File: config.mk
export PLATFORM = sky130hd
export DESIGN_NAME = mem_subsys_top
export DESIGN_NICKNAME = d
export VERILOG_FILES = /design/src/verilog/mem_cfg_pkg.sv /design/src/verilog/mem_ctrl_pkg.sv /design/src/verilog/memory_ram.sv /design/src/verilog/memory_dp.sv /design/src/verilog/cmd_stage.sv /design/src/verilog/bist_march.sv /design/src/verilog/read_return.sv /design/src/verilog/mem_subsys_top.sv
export SDC_FILE = /design/constraint.sdc
export NUM_CORES = 1
export LEC_CHECK = 0
export BUFFER_PORTS_ARGS = -buffer_cell sky130_fd_sc_hd__buf_2
export CORE_MARGIN = 3
export CORE_UTILIZATION = 37
export DETAILED_ROUTE_END_ITERATION = 7
export SYNTH_ARGS = -nofsm -noshare
export SYNTH_HDL_FRONTEND = slang
export SYNTH_SLANG_ARGS = --single-unit
File: constraint.sdc
create_clock -name clk -period 3.7 [get_ports clk]
set_input_delay 0.185 -clock clk [delete_from_list [all_inputs] [get_ports clk]]
set_output_delay 0.185 -clock clk [all_outputs]
set_load 0.01 [all_outputs]
File: src/verilog/mem_cfg_pkg.sv
// default memory geometry shared by the memory subsystem

// ####################
// memory sizes
// ####################

package mem_cfg_pkg;

   // one word of the array
   parameter int DEF_DW    = 32;   // data width in bits

   // words in the array, keep it a power of two
   parameter int DEF_DEPTH = 16;   // number of words

endpackage : mem_cfg_pkg

File: src/verilog/mem_ctrl_pkg.sv
// opcode, command fsm and bist fsm encodings for the memory subsystem

// ####################
// host command opcode
// ####################

package mem_ctrl_pkg;

   typedef enum logic {
      op_write = 1'b0,   // masked write of one word
      op_read  = 1'b1    // read, data comes back on rsp channel
   } cmd_op_e;

   // ####################
   // command stage fsm
   // ####################

   typedef enum logic [1:0] {
      cs_idle    = 2'd0,   // waiting for cmd_req
      cs_ack     = 2'd1,   // access issued, ack held high
      cs_release = 2'd2    // ack dropped, one gap cycle
   } cmd_state_e;

   // ####################
   // march bist phases
   // ####################

   typedef enum logic [2:0] {
      bs_idle  = 3'd0,   // waiting for bist_start
      bs_w0    = 3'd1,   // write 0, up
      bs_r0w1  = 3'd2,   // read 0 write 1, up
      bs_r1w0  = 3'd3,   // read 1 write 0, down
      bs_r0    = 3'd4,   // read 0, up
      bs_done  = 3'd5    // drain last compare
   } bist_state_e;

endpackage : mem_ctrl_pkg

File: src/verilog/memory_ram.sv
// behavioral dual-port ram with per-bit write mask and registered read port
`timescale 1ns/1ps

module memory_ram #(
   parameter int  DW    = mem_cfg_pkg::DEF_DW,      // word width
   parameter int  DEPTH = mem_cfg_pkg::DEF_DEPTH,   // words
   localparam int AW    = $clog2(DEPTH)             // address width
) (
   // write port
   input  logic          wr_clk,    // write clock
   input  logic          wr_en,     // write enable
   input  logic [DW-1:0] wr_wem,    // per bit write enable
   input  logic [AW-1:0] wr_addr,   // write address
   input  logic [DW-1:0] wr_din,    // write data
   // read port
   input  logic          rd_clk,    // read clock
   input  logic          rd_en,     // read enable
   input  logic [AW-1:0] rd_addr,   // read address
   output logic [DW-1:0] rd_dout    // registered read data
);

   logic [DW-1:0] mem [DEPTH];   // storage array

   // ####################
   // write port
   // ####################

   // only bits with their mask bit set are replaced
   always_ff @(posedge wr_clk) begin
      if (wr_en) begin
         mem[wr_addr] <= (mem[wr_addr] & ~wr_wem) | (wr_din & wr_wem);   // masked merge
      end
   end

   // ####################
   // read port
   // ####################

   always_ff @(posedge rd_clk) begin
      if (rd_en) begin
         rd_dout <= mem[rd_addr];   // old word on same-edge write
      end
   end

endmodule : memory_ram

File: src/verilog/memory_dp.sv
// dual-port memory wrapper, hands the array to the bist ports when bist is enabled
`timescale 1ns/1ps

module memory_dp #(
   parameter int  DW    = mem_cfg_pkg::DEF_DW,      // word width
   parameter int  DEPTH = mem_cfg_pkg::DEF_DEPTH,   // words
   localparam int AW    = $clog2(DEPTH)             // address width
) (
   // host write port
   input  logic          wr_clk,         // write clock
   input  logic          wr_en,          // write enable
   input  logic [DW-1:0] wr_wem,         // per bit write enable
   input  logic [AW-1:0] wr_addr,        // write address
   input  logic [DW-1:0] wr_din,         // write data
   // host read port
   input  logic          rd_clk,         // read clock
   input  logic          rd_en,          // read enable
   input  logic [AW-1:0] rd_addr,        // read address
   output logic [DW-1:0] rd_dout,        // read data, shared with bist
   // bist ports
   input  logic          bist_en,        // bist owns the array
   input  logic          bist_we,        // bist write enable
   input  logic [DW-1:0] bist_wem,       // bist write mask
   input  logic [AW-1:0] bist_addr,      // bist write address
   input  logic [DW-1:0] bist_din,       // bist write data
   input  logic          bist_rd_en,     // bist read enable
   input  logic [AW-1:0] bist_rd_addr    // bist read address
);

   logic          ram_wr_en;     // muxed write enable
   logic [DW-1:0] ram_wr_wem;    // muxed mask
   logic [AW-1:0] ram_wr_addr;   // muxed write address
   logic [DW-1:0] ram_wr_din;    // muxed write data
   logic          ram_rd_en;     // muxed read enable
   logic [AW-1:0] ram_rd_addr;   // muxed read address

   // ####################
   // port select
   // ####################

   // host ports are ignored entirely while bist_en is high
   assign ram_wr_en   = bist_en ? bist_we      : wr_en;
   assign ram_wr_wem  = bist_en ? bist_wem     : wr_wem;
   assign ram_wr_addr = bist_en ? bist_addr    : wr_addr;
   assign ram_wr_din  = bist_en ? bist_din     : wr_din;
   assign ram_rd_en   = bist_en ? bist_rd_en   : rd_en;
   assign ram_rd_addr = bist_en ? bist_rd_addr : rd_addr;

   memory_ram #(
      .DW    (DW),
      .DEPTH (DEPTH)
   ) u_ram (
      .wr_clk  (wr_clk),
      .wr_en   (ram_wr_en),
      .wr_wem  (ram_wr_wem),
      .wr_addr (ram_wr_addr),
      .wr_din  (ram_wr_din),
      .rd_clk  (rd_clk),
      .rd_en   (ram_rd_en),
      .rd_addr (ram_rd_addr),
      .rd_dout (rd_dout)
   );

endmodule : memory_dp

File: src/verilog/cmd_stage.sv
// four-phase command receiver, issues one memory access per host command
`timescale 1ns/1ps

module cmd_stage #(
   parameter int  DW    = mem_cfg_pkg::DEF_DW,      // word width
   parameter int  DEPTH = mem_cfg_pkg::DEF_DEPTH,   // words
   localparam int AW    = $clog2(DEPTH)             // address width
) (
   input  logic                  clk,         // core clock
   input  logic                  rst_n,       // sync reset, active low
   // host command channel
   input  logic                  cmd_req,     // four-phase request
   input  mem_ctrl_pkg::cmd_op_e cmd_op,      // write or read
   input  logic [AW-1:0]         cmd_addr,    // word address
   input  logic [DW-1:0]         cmd_wem,     // per bit write mask
   input  logic [DW-1:0]         cmd_din,     // write data
   output logic                  cmd_ack,     // four-phase acknowledge
   // hold-off sources
   input  logic                  bist_busy,   // bist owns memory
   input  logic                  rsp_busy,    // read response in flight
   // host memory ports
   output logic                  wr_en,       // one-cycle write pulse
   output logic [AW-1:0]         wr_addr,     // write address
   output logic [DW-1:0]         wr_wem,      // write mask
   output logic [DW-1:0]         wr_din,      // write data
   output logic                  rd_en,       // one-cycle read pulse
   output logic [AW-1:0]         rd_addr      // read address
);

   import mem_ctrl_pkg::*;

   cmd_state_e state;   // handshake state
   logic       go;      // command may be issued now

   // reads also wait for the response side, writes only for bist
   assign go = cmd_req && !bist_busy && (cmd_op == op_write || !rsp_busy);

   // ####################
   // handshake fsm
   // ####################

   always_ff @(posedge clk) begin
      if (!rst_n) begin
         state   <= cs_idle;
         cmd_ack <= 1'b0;
         wr_en   <= 1'b0;
         rd_en   <= 1'b0;
      end else begin
         wr_en <= 1'b0;   // pulses last one cycle
         rd_en <= 1'b0;
         case (state)
            cs_idle: begin
               if (go) begin
                  state   <= cs_ack;
                  cmd_ack <= 1'b1;                  // ack with the access
                  wr_en   <= (cmd_op == op_write);
                  rd_en   <= (cmd_op == op_read);
               end
            end
            cs_ack: begin
               if (!cmd_req) begin
                  state   <= cs_release;
                  cmd_ack <= 1'b0;                  // host has let go
               end
            end
            cs_release: state <= cs_idle;           // gap before next req
            default:    state <= cs_idle;
         endcase
      end
   end

   // ####################
   // access fields
   // ####################

   // fields are frozen once the command leaves idle
   always_ff @(posedge clk) begin
      if (state == cs_idle) begin
         wr_addr <= cmd_addr;
         rd_addr <= cmd_addr;
         wr_wem  <= cmd_wem;
         wr_din  <= cmd_din;
      end
   end

endmodule : cmd_stage

File: src/verilog/bist_march.sv
// march bist engine, drives the bist memory ports and checks the read data
`timescale 1ns/1ps

module bist_march #(
   parameter int  DW    = mem_cfg_pkg::DEF_DW,      // word width
   parameter int  DEPTH = mem_cfg_pkg::DEF_DEPTH,   // words
   localparam int AW    = $clog2(DEPTH)             // address width
) (
   input  logic          clk,            // core clock
   input  logic          rst_n,          // sync reset, active low
   input  logic          bist_start,     // level, sampled in idle
   input  logic [DW-1:0] rd_dout,        // array read data
   output logic          bist_en,        // take over the array
   output logic          bist_we,        // write enable
   output logic [DW-1:0] bist_wem,       // write mask
   output logic [AW-1:0] bist_addr,      // write address
   output logic [DW-1:0] bist_din,       // write data
   output logic          bist_rd_en,     // read enable
   output logic [AW-1:0] bist_rd_addr,   // read address
   output logic          bist_busy,      // run in progress
   output logic          bist_done,      // held until next start
   output logic          bist_fail       // sticky for the run
);

   import mem_ctrl_pkg::*;

   localparam logic [AW-1:0] LAST_ADDR = AW'(DEPTH - 1);   // top word

   bist_state_e   state;     // march phase
   logic [AW-1:0] addr;      // current march address
   logic          rd_exp;    // expected bit, aligned with bist_rd_en
   logic          chk;       // read data due this cycle
   logic          chk_exp;   // expected bit, aligned with chk

   assign bist_wem = {DW{1'b1}};   // march writes whole words

   // ####################
   // march sequencer
   // ####################

   // bist_en rises one cycle after bist_busy, so a host access
   // issued on the start edge still finishes on the host ports
   always_ff @(posedge clk) begin
      if (!rst_n) begin
         state      <= bs_idle;
         addr       <= '0;
         bist_en    <= 1'b0;
         bist_we    <= 1'b0;
         bist_rd_en <= 1'b0;
         chk        <= 1'b0;
         bist_busy  <= 1'b0;
         bist_done  <= 1'b0;
         bist_fail  <= 1'b0;
      end else begin
         bist_we    <= 1'b0;
         bist_rd_en <= 1'b0;
         chk        <= bist_rd_en;                      // data one cycle later
         if (chk && rd_dout != {DW{chk_exp}}) begin
            bist_fail <= 1'b1;                          // any bit off
         end
         case (state)
            bs_idle: begin
               if (bist_start) begin
                  state     <= bs_w0;
                  addr      <= '0;
                  bist_busy <= 1'b1;
                  bist_done <= 1'b0;
                  bist_fail <= 1'b0;
               end
            end
            bs_w0: begin
               bist_en <= 1'b1;
               bist_we <= 1'b1;
               if (addr == LAST_ADDR) begin
                  state <= bs_r0w1;
                  addr  <= '0;
               end else begin
                  addr <= addr + 1'b1;
               end
            end
            bs_r0w1: begin
               bist_rd_en <= 1'b1;                      // read before write
               bist_we    <= 1'b1;
               if (addr == LAST_ADDR) begin
                  state <= bs_r1w0;
                  addr  <= LAST_ADDR;                   // descend next
               end else begin
                  addr <= addr + 1'b1;
               end
            end
            bs_r1w0: begin
               bist_rd_en <= 1'b1;
               bist_we    <= 1'b1;
               if (addr == '0) begin
                  state <= bs_r0;
               end else begin
                  addr <= addr - 1'b1;
               end
            end
            bs_r0: begin
               bist_rd_en <= 1'b1;
               if (addr == LAST_ADDR) begin
                  state <= bs_done;
               end else begin
                  addr <= addr + 1'b1;
               end
            end
            bs_done: begin
               if (!bist_rd_en && !chk) begin           // last compare finished
                  state     <= bs_idle;
                  bist_en   <= 1'b0;
                  bist_busy <= 1'b0;
                  bist_done <= 1'b1;
               end
            end
            default: state <= bs_idle;
         endcase
      end
   end

   // ####################
   // port data
   // ####################

   always_ff @(posedge clk) begin
      bist_addr    <= addr;
      bist_rd_addr <= addr;
      bist_din     <= {DW{state == bs_r0w1}};   // ones only in r0w1
      rd_exp       <= (state == bs_r1w0);       // ones expected only in r1w0
      chk_exp      <= rd_exp;
   end

endmodule : bist_march

File: src/verilog/read_return.sv
// read-return stage, holds read data and returns it over a four-phase channel
`timescale 1ns/1ps

module read_return #(
   parameter int DW = mem_cfg_pkg::DEF_DW   // word width
) (
   input  logic          clk,        // core clock
   input  logic          rst_n,      // sync reset, active low
   input  logic          rd_en,      // host read issued
   input  logic [DW-1:0] rd_dout,    // array read data
   input  logic          rsp_ack,    // four-phase acknowledge
   output logic          rsp_req,    // four-phase request
   output logic [DW-1:0] rsp_data,   // holding register
   output logic          rsp_busy    // response path occupied
);

   logic rd_d;   // rd_dout valid this cycle
   logic pend;   // captured, request next cycle

   // ####################
   // response handshake
   // ####################

   always_ff @(posedge clk) begin
      if (!rst_n) begin
         rd_d    <= 1'b0;
         pend    <= 1'b0;
         rsp_req <= 1'b0;
      end else begin
         rd_d <= rd_en;                  // follows the ram read latency
         pend <= rd_d;
         if (pend) begin
            rsp_req <= 1'b1;
         end else if (rsp_ack) begin
            rsp_req <= 1'b0;             // host has taken the data
         end
      end
   end

   // data stays put until the next read is let through
   always_ff @(posedge clk) begin
      if (rd_d) begin
         rsp_data <= rd_dout;
      end
   end

   // busy until the host drops rsp_ack
   assign rsp_busy = rd_en | rd_d | pend | rsp_req | rsp_ack;

endmodule : read_return

File: src/verilog/mem_subsys_top.sv
// memory subsystem top, command stage, dual-port memory, read return and bist
`timescale 1ns/1ps

module mem_subsys_top #(
   parameter int  DW    = mem_cfg_pkg::DEF_DW,      // word width
   parameter int  DEPTH = mem_cfg_pkg::DEF_DEPTH,   // words
   localparam int AW    = $clog2(DEPTH)             // address width
) (
   input  logic                  clk,          // single clock, both ports
   input  logic                  rst_n,        // sync reset, active low
   // host command channel
   input  logic                  cmd_req,
   input  mem_ctrl_pkg::cmd_op_e cmd_op,
   input  logic [AW-1:0]         cmd_addr,
   input  logic [DW-1:0]         cmd_wem,
   input  logic [DW-1:0]         cmd_din,
   output logic                  cmd_ack,
   // response channel
   output logic                  rsp_req,
   output logic [DW-1:0]         rsp_data,
   input  logic                  rsp_ack,
   // bist control
   input  logic                  bist_start,
   output logic                  bist_busy,
   output logic                  bist_done,
   output logic                  bist_fail
);

   // ####################
   // internal wiring
   // ####################

   logic          wr_en;          // host write pulse
   logic [AW-1:0] wr_addr;
   logic [DW-1:0] wr_wem;
   logic [DW-1:0] wr_din;
   logic          rd_en;          // host read pulse
   logic [AW-1:0] rd_addr;
   logic [DW-1:0] rd_dout;        // to read return and bist
   logic          rsp_busy;       // read path hold-off
   logic          bist_en;        // bist owns the array
   logic          bist_we;
   logic [DW-1:0] bist_wem;
   logic [AW-1:0] bist_addr;
   logic [DW-1:0] bist_din;
   logic          bist_rd_en;
   logic [AW-1:0] bist_rd_addr;

   cmd_stage #(.DW(DW), .DEPTH(DEPTH)) u_cmd (
      .clk      (clk),      .rst_n     (rst_n),
      .cmd_req  (cmd_req),  .cmd_op    (cmd_op),
      .cmd_addr (cmd_addr), .cmd_wem   (cmd_wem),
      .cmd_din  (cmd_din),  .cmd_ack   (cmd_ack),
      .bist_busy(bist_busy),.rsp_busy  (rsp_busy),
      .wr_en    (wr_en),    .wr_addr   (wr_addr),
      .wr_wem   (wr_wem),   .wr_din    (wr_din),
      .rd_en    (rd_en),    .rd_addr   (rd_addr)
   );

   // both ports run on the one core clock
   memory_dp #(.DW(DW), .DEPTH(DEPTH)) u_mem (
      .wr_clk   (clk),      .wr_en     (wr_en),
      .wr_wem   (wr_wem),   .wr_addr   (wr_addr),
      .wr_din   (wr_din),   .rd_clk    (clk),
      .rd_en    (rd_en),    .rd_addr   (rd_addr),
      .rd_dout  (rd_dout),  .bist_en   (bist_en),
      .bist_we  (bist_we),  .bist_wem  (bist_wem),
      .bist_addr(bist_addr),.bist_din  (bist_din),
      .bist_rd_en(bist_rd_en), .bist_rd_addr(bist_rd_addr)
   );

   read_return #(.DW(DW)) u_rsp (
      .clk      (clk),      .rst_n     (rst_n),
      .rd_en    (rd_en),    .rd_dout   (rd_dout),
      .rsp_ack  (rsp_ack),  .rsp_req   (rsp_req),
      .rsp_data (rsp_data), .rsp_busy  (rsp_busy)
   );

   bist_march #(.DW(DW), .DEPTH(DEPTH)) u_bist (
      .clk      (clk),      .rst_n     (rst_n),
      .bist_start(bist_start), .rd_dout(rd_dout),
      .bist_en  (bist_en),  .bist_we   (bist_we),
      .bist_wem (bist_wem), .bist_addr (bist_addr),
      .bist_din (bist_din), .bist_rd_en(bist_rd_en),
      .bist_rd_addr(bist_rd_addr), .bist_busy(bist_busy),
      .bist_done(bist_done),.bist_fail (bist_fail)
   );

endmodule : mem_subsys_top

# Word-level counts from Yosys, hierarchy flattened
# Memories as Yosys holds them, arrays and structs flattened.
# Index checks and enable logic that the tools add are counted.
# Widths: inputs -> output; s select.
# word_totals
rom_bits	0
output_inout_bits	37
in_bits	74
elab_cells	121
n_memories	1
latch_bits	0
reg_bits	161
mem_bits_rw	512
# classes
reduce_logical	26
eq_ne	18
n_shift	0
multipliers	0
bitwise	9
order_cmp	0
n_div	0
addsub	2
muxes	40
# memory_table
name	depth	word_bits	read_ports	rd_clocked_by_memory_dff	write_ports	line	source
u_mem.u_ram.mem	16	32	1	0	1	memory_ram.sv:22	logic [DW-1:0] mem [DEPTH];
# ops
operator	count
$and 32x32->32	2
$mux 32	2
$ne 32x32->1	1
$not 32->32	1
$or 32x32->32	1
$mux 4	6
$pmux 4 s5	1
$mux 3	6
$pmux 3 s6	1
$mux 1	17
$ne 2x1->1 const B	6
$reduce_and 3->1	3
$ne 2x2->1 const B	4
$pmux 1 s2	4
$reduce_bool 2->1	4
$eq 3x2->1 const B	2
$eq 3x3->1 const B	2
$reduce_and 6->1	1
$reduce_or 3->1	2
$reduce_bool 5->1	1
$add 4x1->4 const B	1
$eq 4x4->1 const B	1
$logic_and 1x1->1	4
$logic_not 1->1	4
13 further kinds	18

# Longest topological paths before layout
# Gate-level depths: netlist of run 1.
# depth
word_depth	9
ltp_mapped	9
ltp_nobuf	7

# Cells and area by module
# Synthesis of run 1 repeated with hierarchy kept, for this count alone.
# hier_totals
hier_cells	1679
hier_area_um2	31104.8
# by_module_without_submodules
mod	area_each_um2	cells_each	n_inst
memory_ram	24826.3	1226	1
cmd_stage	2247.2	89	1
bist_march	1829.3	240	1
memory_dp	1142.3	82	1
read_return	1059.8	42	1

# Worst setup path after synthesis of run 1
# No wires, ideal clock.
# synth_timing
path_type	register -> register
start	register u_cmd.state[0]
end	register u_cmd.wr_addr[0], enable pin
setup_time_ns	0.494
slack_ns	0.014
t_arrival_ns	3.192
path_stages_with_launch	2
cell_sequence	dfxtp_1 -> nor2_1
# synth_via
elab_chain_cells	1
# synth_rtl
item	line	source
start: declaration	cmd_stage.sv:32	cmd_state_e state;
start signal: assignment	cmd_stage.sv:44	state <= cs_idle;
start signal: assignment	cmd_stage.sv:54	state <= cs_ack;
start signal: assignment	cmd_stage.sv:62	state <= cs_release;
$logic_not 2->1	cmd_stage.sv:78	if (state == cs_idle) begin
end signal: assignment	cmd_stage.sv:79	wr_addr <= cmd_addr;
end: declaration	cmd_stage.sv:23	output logic [AW-1:0] wr_addr,
# No other way between the ends.
# A chain may end at the register's enable or synchronous reset.

# Worst setup path after layout of run 1
# layout_timing
start	register u_bist.bist_en
end	memory u_mem.u_ram.mem[11][23] (netlist name), data pin
# layout_via
elab_chain_cells	4
elab_cells_between_ends	8
# layout_rtl
item	line	source
start: declaration	bist_march.sv:13	output logic bist_en,
start signal: assignment	bist_march.sv:47	bist_en <= 1'b0;
start signal: assignment	bist_march.sv:72	bist_en <= 1'b1;
start signal: assignment	bist_march.sv:111	bist_en <= 1'b0;
$mux 4 / $mux 32 (equally long branches)	memory_dp.sv:44, memory_dp.sv:43	
$mem_v2 16x32 / $not 32->32 (equally long branches)	--	
$and 32x32->32	memory_ram.sv:31	mem[wr_addr] <= (mem[wr_addr] & ~wr_wem) | (wr_din & wr_wem);
$or 32x32->32 (*)	memory_ram.sv:31	
end: declaration	memory_ram.sv:22	
# Mark *: on every way between the ends. The rest lies on a longest branch, timed or not.

==> flow_summary.yaml, run 1 <==
grt:
  grtUsageTotal_pct: 20.5
  antenna_found_initial: 0
  overflow: 0
  grt_pass1_vias: 19000
  grt_pass1_wl_mm: 126
  grt_max_degree: 145
floorplanning:
  placementRows: 101
  pin_count: 111
  die_width_um: 285
  fp.coreArea_mm2: 0.0767
  die_area_mm2: 0.0815
  initial_core_util_pct: 37.7
  die_y_um: 285
timing:
  fin_tns_setup_ns: 0
  fin_crit_ns: 3.49
  fin_crit_sh_pct: 94.4
  setup-violations-final: 0
  hold_viol: 0
  drv_slew: 0
  slew_headroom_pct: 27.0
  max_freq_ghz: 0.286
  worst_pin_slew_ns: 1.09
  final.setup_skew_ns: 0.0220
  rsz0062_at_grt: "false"
clock_tree:
  cts.clk_slew.worst_paths_ns: 0.06
  cts-resized-gates: 0
  clock_latency_ns: 0.63
  cts_tree: "done"
  cts_sinks: 673
  htreeDepth: 3
  cts_max_path_buffers: 3
  clockRootBuffer: "clkbuf_16"
  cts_buffers: 73
job:
  maxCapViolCount: 0
synth:
  avgSynthCellArea_um2: 14.9
  synth_edf_count: 644
  synth_cells: 1935
  syn_nets: 2011
  synth_warnings: 0
  syn_area_mm2: 0.0289
  async_flop_share_pct: 0
  ys_ff_latch: 673
  synth_ff_type: "edfxtp_1"
  seq_area_frac_synth_pct: 68.9
  netlist-cell-type-count: 53
placed_design:
  place_congestion: 0.785
  port_buffers: 110
  post-dp-hpwl_mm: 47.0
  placed_area_mm2: 0.0311
cells_and_area:
  multi_input_area_mm2: 0.00836
  num-nets-final: 2173
  seqCellArea_mm2: 0.0199
  antenna_cells: 0
  layout_common_cells: "edfxtp_1, a31oi_1, mux2i_1"
  nFillCells: 6693
  final_common_cell: "edfxtp_1"
  finalInstanceArea_mm2: 0.0342
  drive_gt1_share_pct: 17.0
  area_growth_pct: 18.5
detailed_routing:
  drc: 0
  drt_iter0_markers: 1905
  via_per_inst: 6.07
  dr.pass1.iters: 6
  ant_nets: 0
  wl_per_cell_um: 26.8
  routed_wl_mm: 85.4
  vias: 19300
worst_setup_path:
  crit_fanout: 32
  ff2ff_path_depth: 6
  critical_path_class: "register to register"
  critPathRequiredTime_ns: 4.00
  rrSetupSlack_ns: 0.21
  cp.arrival_ns: 3.79
  worstSetupEndpointType: "register"
  critPathLaunchType: "register"
power_and_ir_drop:
  vdd_ir_drop_max_uv: 371
  cellLeakagePower_uw: 0.0117
  p_per_area_mw_per_mm2: 529
hold_path:
  hold_path_depth: 2
  hold_class: "input port to register"
status:
  status: "complete, no violations"
[registers in the layout, summed over array words and instances (netlist names), 2 cells and up]
signal               flops
u_cmd.wr_addr            4
u_rsp.rsp_data          32
u_cmd.wr_din            32
u_bist.bist_addr         4
u_cmd.state              2
u_mem.u_ram.mem        512
u_mem.u_ram.rd_dout     32
u_cmd.wr_wem            32
u_bist.addr              4
u_bist.state             3
[final timing paths]
kind / startpoint / to
worst min register to register: u_bist.rd_exp / u_bist.chk_exp
worst max register to register: u_bist.bist_en / u_mem.u_ram.mem[11][23]
worst min-delay path: cmd_din[20] / u_cmd.wr_din[20]
worst max-delay path: u_bist.bist_en / u_mem.u_ram.mem[11][23]
[final cells by class]
| type | instances | share of cell area, % |
|---|---|---|
| sequential | 673 | 58.2 |
| multi-input combinational | 1072 | 24.4 |
| timing repair buffer | 264 | 6.48 |
| clock buffer | 90 | 5.71 |
| tap | 1030 | 3.76 |
| clock inverter | 42 | 1.30 |
| inverter | 13 | 0.150 |
[layer usage]
metal / GRT usage [%] / vias up / share of wire (%)
li1: - / 8378 / -
met1: 28.6 / 9886 / 43
met2: 32.8 / 918 / 47
met3: 2.96 / 153 / 7.2
met4: 7.60 / 0 / 3.1
met5: 0 / - / 0
[timing repair]
item | 4_1_cts | 5_1_grt
endpoints found under the hold margin | 86 | 0
setup endpoints to repair | 0 | 30
hold buffers | 75 | 0
setup buffers | 0 | 1
[worst max-delay path: stages, from the launching register on]
cell     delay (ns)
dfxtp_4        0.59
mux2i_4        0.76
buf_12         0.31
mux2i_1        0.34
o22ai_1        0.16
or4_4          0.62
a21o_1         0.33
[power by group]
group	switching [µW]	leakage, µW	internal (µW)
logic	1300	0.00440	670
registers	107	0.00618	8780
clock network	3100	0.00117	4170
total	4510	0.0117	13600
[through the flow]
| step | util [%] | instances | setup slack, ns | hold slack, ns | total power, µW |
|---|---|---|---|---|---|
| 2_1_floorplan | - | 1935 | 0.0138 | 0.261 | 10200 |
| 3_3_place_gp | 40.5 | 2976 | 0.268 | 0.310 | 10900 |
| 3_5_place_dp | 40.5 | 2976 | 0.176 | 0.315 | 10900 |
| 4_1_cts | 44.6 | 3183 | 0.141 | 0.237 | 18300 |
| 5_1_grt | 44.6 | 3184 | 0.0744 | 0.245 | 18800 |
| 6_report | 44.6 | 3184 | 0.206 | 0.263 | 18100 |
[synth_stat cells, types with 21 or more instances]
library cell / instances / area (µm²)
edfxtp_1: 644 / 19300
a31oi_1: 134 / 838
mux2i_1: 131 / 1310
a32oi_1: 128 / 1120
clkbuf_1: 123 / 462
nor2_1: 77 / 289
and2_1: 69 / 432
a41oi_1: 65 / 569
and4_1: 64 / 561
and4b_1: 64 / 641
o22ai_1: 64 / 400
nor2b_1: 48 / 300
buf_2: 41 / 205
a21o_1: 33 / 248
dfxtp_1: 29 / 581
or4_1: 21 / 158
[kinds of logic after synthesis]
group,after synthesis,share of synthesized area [%]
simple gates,436,10.4
mux,135,4.73
buf+inv,190,2.88
fa+ha+maj,2,0.0866
flops,673,68.9
compound gates,496,12.9
xor+xnor,3,0.0909
Note: power is estimated with default switching activity, not from simulation.
==> run 2: changes to the inputs <==
Settings changed: ABC_AREA from default to 1, SYNTH_HIERARCHICAL from default to 1.
==> flow_summary.yaml, run 2 <==
clock_tree:
  cts_max_path_buffers: 3
  htreeDepth: 3
  cts_tree: "done"
  cts.clk_slew.worst_paths_ns: 0.06
  cts_setup_buffers: 0
  clock_latency_ns: 0.63
  cts_buffers: 73
  cts_sinks: 673
  cts-resized-gates: 0
  clockRootBuffer: "clkbuf_16"
floorplanning:
  die_y_um: 308
  placementRows: 110
  pin_count: 111
  die_width_um: 308
  initial_core_util_pct: 37.4
  fp.coreArea_mm2: 0.0904
  die_area_mm2: 0.0951
cells_and_area:
  antenna_cells: 0
  drive_gt1_share_pct: 9.49
  num-nets-final: 4081
  area_growth_pct: 14.9
  largest-register: "u_mem/u_ram/mem"
  final_common_cell: "nand2_1"
  final_cells: 5234
  largest_reg_flops: 512
  layout_common_cells: "nand2_1, edfxtp_1, inv_1"
grt:
  overflow: 0
  use_met2_pct: 35.4
  grt_pass1_vias: 25000
  antenna_found_initial: 0
  grt_pass1_wl_mm: 153
  grt_max_degree: 177
  grtUsageTotal_pct: 21.4
  use_met1_pct: 28.7
  grt_busiest_layer: "met2"
  grt_util_met3_pct: 2.93
timing:
  setup-violations-final: 0
  rsz0062_at_grt: "false"
  setup_slack_ns: 0.416
  drv_slew: 0
  slew_headroom_pct: 23.5
  hold_ws_ns: 0.274
  max_freq_ghz: 0.305
  final.setup_skew_ns: 0.0242
  fin_crit_sh_pct: 88.7
  hold_viol: 0
  worst_pin_slew_ns: 1.15
  fin_tns_setup_ns: 0
  fin_crit_ns: 3.28
placed_design:
  port_buffers: 110
  post-dp-hpwl_mm: 60.9
  dp.cells: 5030
  place_congestion: 0.850
  preCtsSetupSlack_ns: 0.552
power_and_ir_drop:
  p_per_area_mw_per_mm2: 694
  cellLeakagePower_uw: 0.0168
  fin_total_pwr_uw: 27000
  vdd_ir_drop_max_uv: 387
synth:
  async_flop_share_pct: 0
  ys_ff_latch: 673
  avgSynthCellArea_um2: 8.72
  synth_ff_type: "edfxtp_1"
  yosysTopAreaCellShare_pct: 57.1
  yosysTopAreaCell: "edfxtp_1"
  syn_area_mm2: 0.0338
  synth_cells: 3883
  synth_warnings: 6
  seq_area_frac_synth_pct: 58.8
  synth_edf_count: 644
  netlist-cell-type-count: 38
  synth_common_cells: "nand2_1, edfxtp_1, inv_1"
  yosysMostFrequentCell: "nand2_1"
  synthTopCellsByArea: "edfxtp_1, nand2_1, inv_1, nor2_1, nand3_1"
detailed_routing:
  drt_iter0_markers: 2890
  wl_per_cell_um: 19.7
  ant_nets: 0
  drc: 0
  vias: 26600
  routed_wl_mm: 103
  via_per_inst: 5.08
  dr.pass1.iters: 6
worst_setup_path:
  cp.arrival_ns: 3.56
  crit_fanout: 34
  worstSetupEndpointType: "register"
  ff2ff_path_depth: 13
  startpoint: "u_bist/bist_en"
  r2r_end: "u_mem/u_ram/mem[5][21]"
  rrSetupSlack_ns: 0.42
  timing.rr.start: "u_bist/bist_en"
  critPathRequiredTime_ns: 3.98
  critPathLaunchType: "register"
  critical_path_class: "register to register"
hold_path:
  hold_path_depth: 2
  min_from: "cmd_din[9]"
  worstHoldEndpoint: "u_cmd/wr_din[9]"
  hold_class: "input port to register"
job:
  maxCapViolCount: 0
status:
  status: "complete, no violations"
-- run 2: cell count changes in the layout (fill, tap and decap cells not counted), moves of 124 or more --
cell	delta
nand2_1	+1490
a32oi_1	-128
nor2_1	+254
o211ai_1	+127
mux2i_1	-129
inv_1	+374
nand3_1	+232
a21oi_1	+124
a31oi_1	-134
-- run 2: how the worst max path moves through the flow --
stage                                   end  cells after the start
finish               u_mem/u_ram/mem[5][21]                     13
global route        u_mem/u_ram/mem[10][18]                     13
floorplan             u_mem/u_ram/mem[3][0]                      8
detailed placement  u_mem/u_ram/mem[10][18]                     13
CTS                 u_mem/u_ram/mem[10][18]                     13
global placement     u_mem/u_ram/mem[1][18]                     13
-- run 2: per-stage QoR --
stage	util, %	cell area, µm²
after floorplan	-	34000
after global placement	39.5	35800
after detailed placement	39.5	35800
after CTS	43.0	38900
after global routing	43.0	38900
final	43.0	38900
-- run 2: logic make-up (layout without fill, tap and decap cells) --
| kind of cell | count (synthesis) | in the layout | synth area share [%] |
|---|---|---|---|
| buffers and inverters | 678 | 822 | 9.24 |
| multiplexers | 1 | 1 | 0.0296 |
| AO/OA/AOI/OAI | 402 | 402 | 6.89 |
| AND/OR/NAND/NOR | 2124 | 2124 | 24.9 |
| XOR/XNOR | 2 | 2 | 0.0518 |
| flip-flops | 673 | 673 | 58.8 |
| other | 1 | 32 | 0.0111 |
| adder cells (fa/ha/maj) | 2 | 2 | 0.0739 |
-- run 2: power by group --
part / switching (µW) / total, µW / internal [µW]
combinational: 6880 / 9480 / 2600
sequential: 220 / 10200 / 9970
clock: 3000 / 7300 / 4300
-- run 2: final cells by class --
cell class	instances	area (µm²)
fill	8589	51500
sequential	673	19900
multi-input combinational	2563	11100
timing repair buffer	297	2520
clock buffer	87	1980
inverter	397	1500
tap	1176	1470
clock inverter	41	379
-- run 2: worst max-delay path, stage by stage (launching register included) --
cell	delay (ns)
dfxtp_2	0.36
inv_2	0.11
nand2_1	0.12
nand2_4	0.11
inv_6	0.26
nand2_1	0.46
buf_4	0.36
nor2_1	0.11
nor2_1	0.05
nand2_1	0.06
nand2_1	0.05
nand2_1	0.08
nor2_1	0.04
nor2_1	0.76
-- run 2: per-layer routing --
metal / part of all wire [%] / vias up
met5: 0 / -
met4: 3.9 / 0
met3: 7.7 / 227
met2: 47 / 1123
met1: 41 / 12500
li1: - / 12800
-- run 2: repair_timing --
action | CTS | global route
hold endpoints to repair | 82 | 0
hold buffers | 76 | 0
setup endpoints to repair | 0 | 0
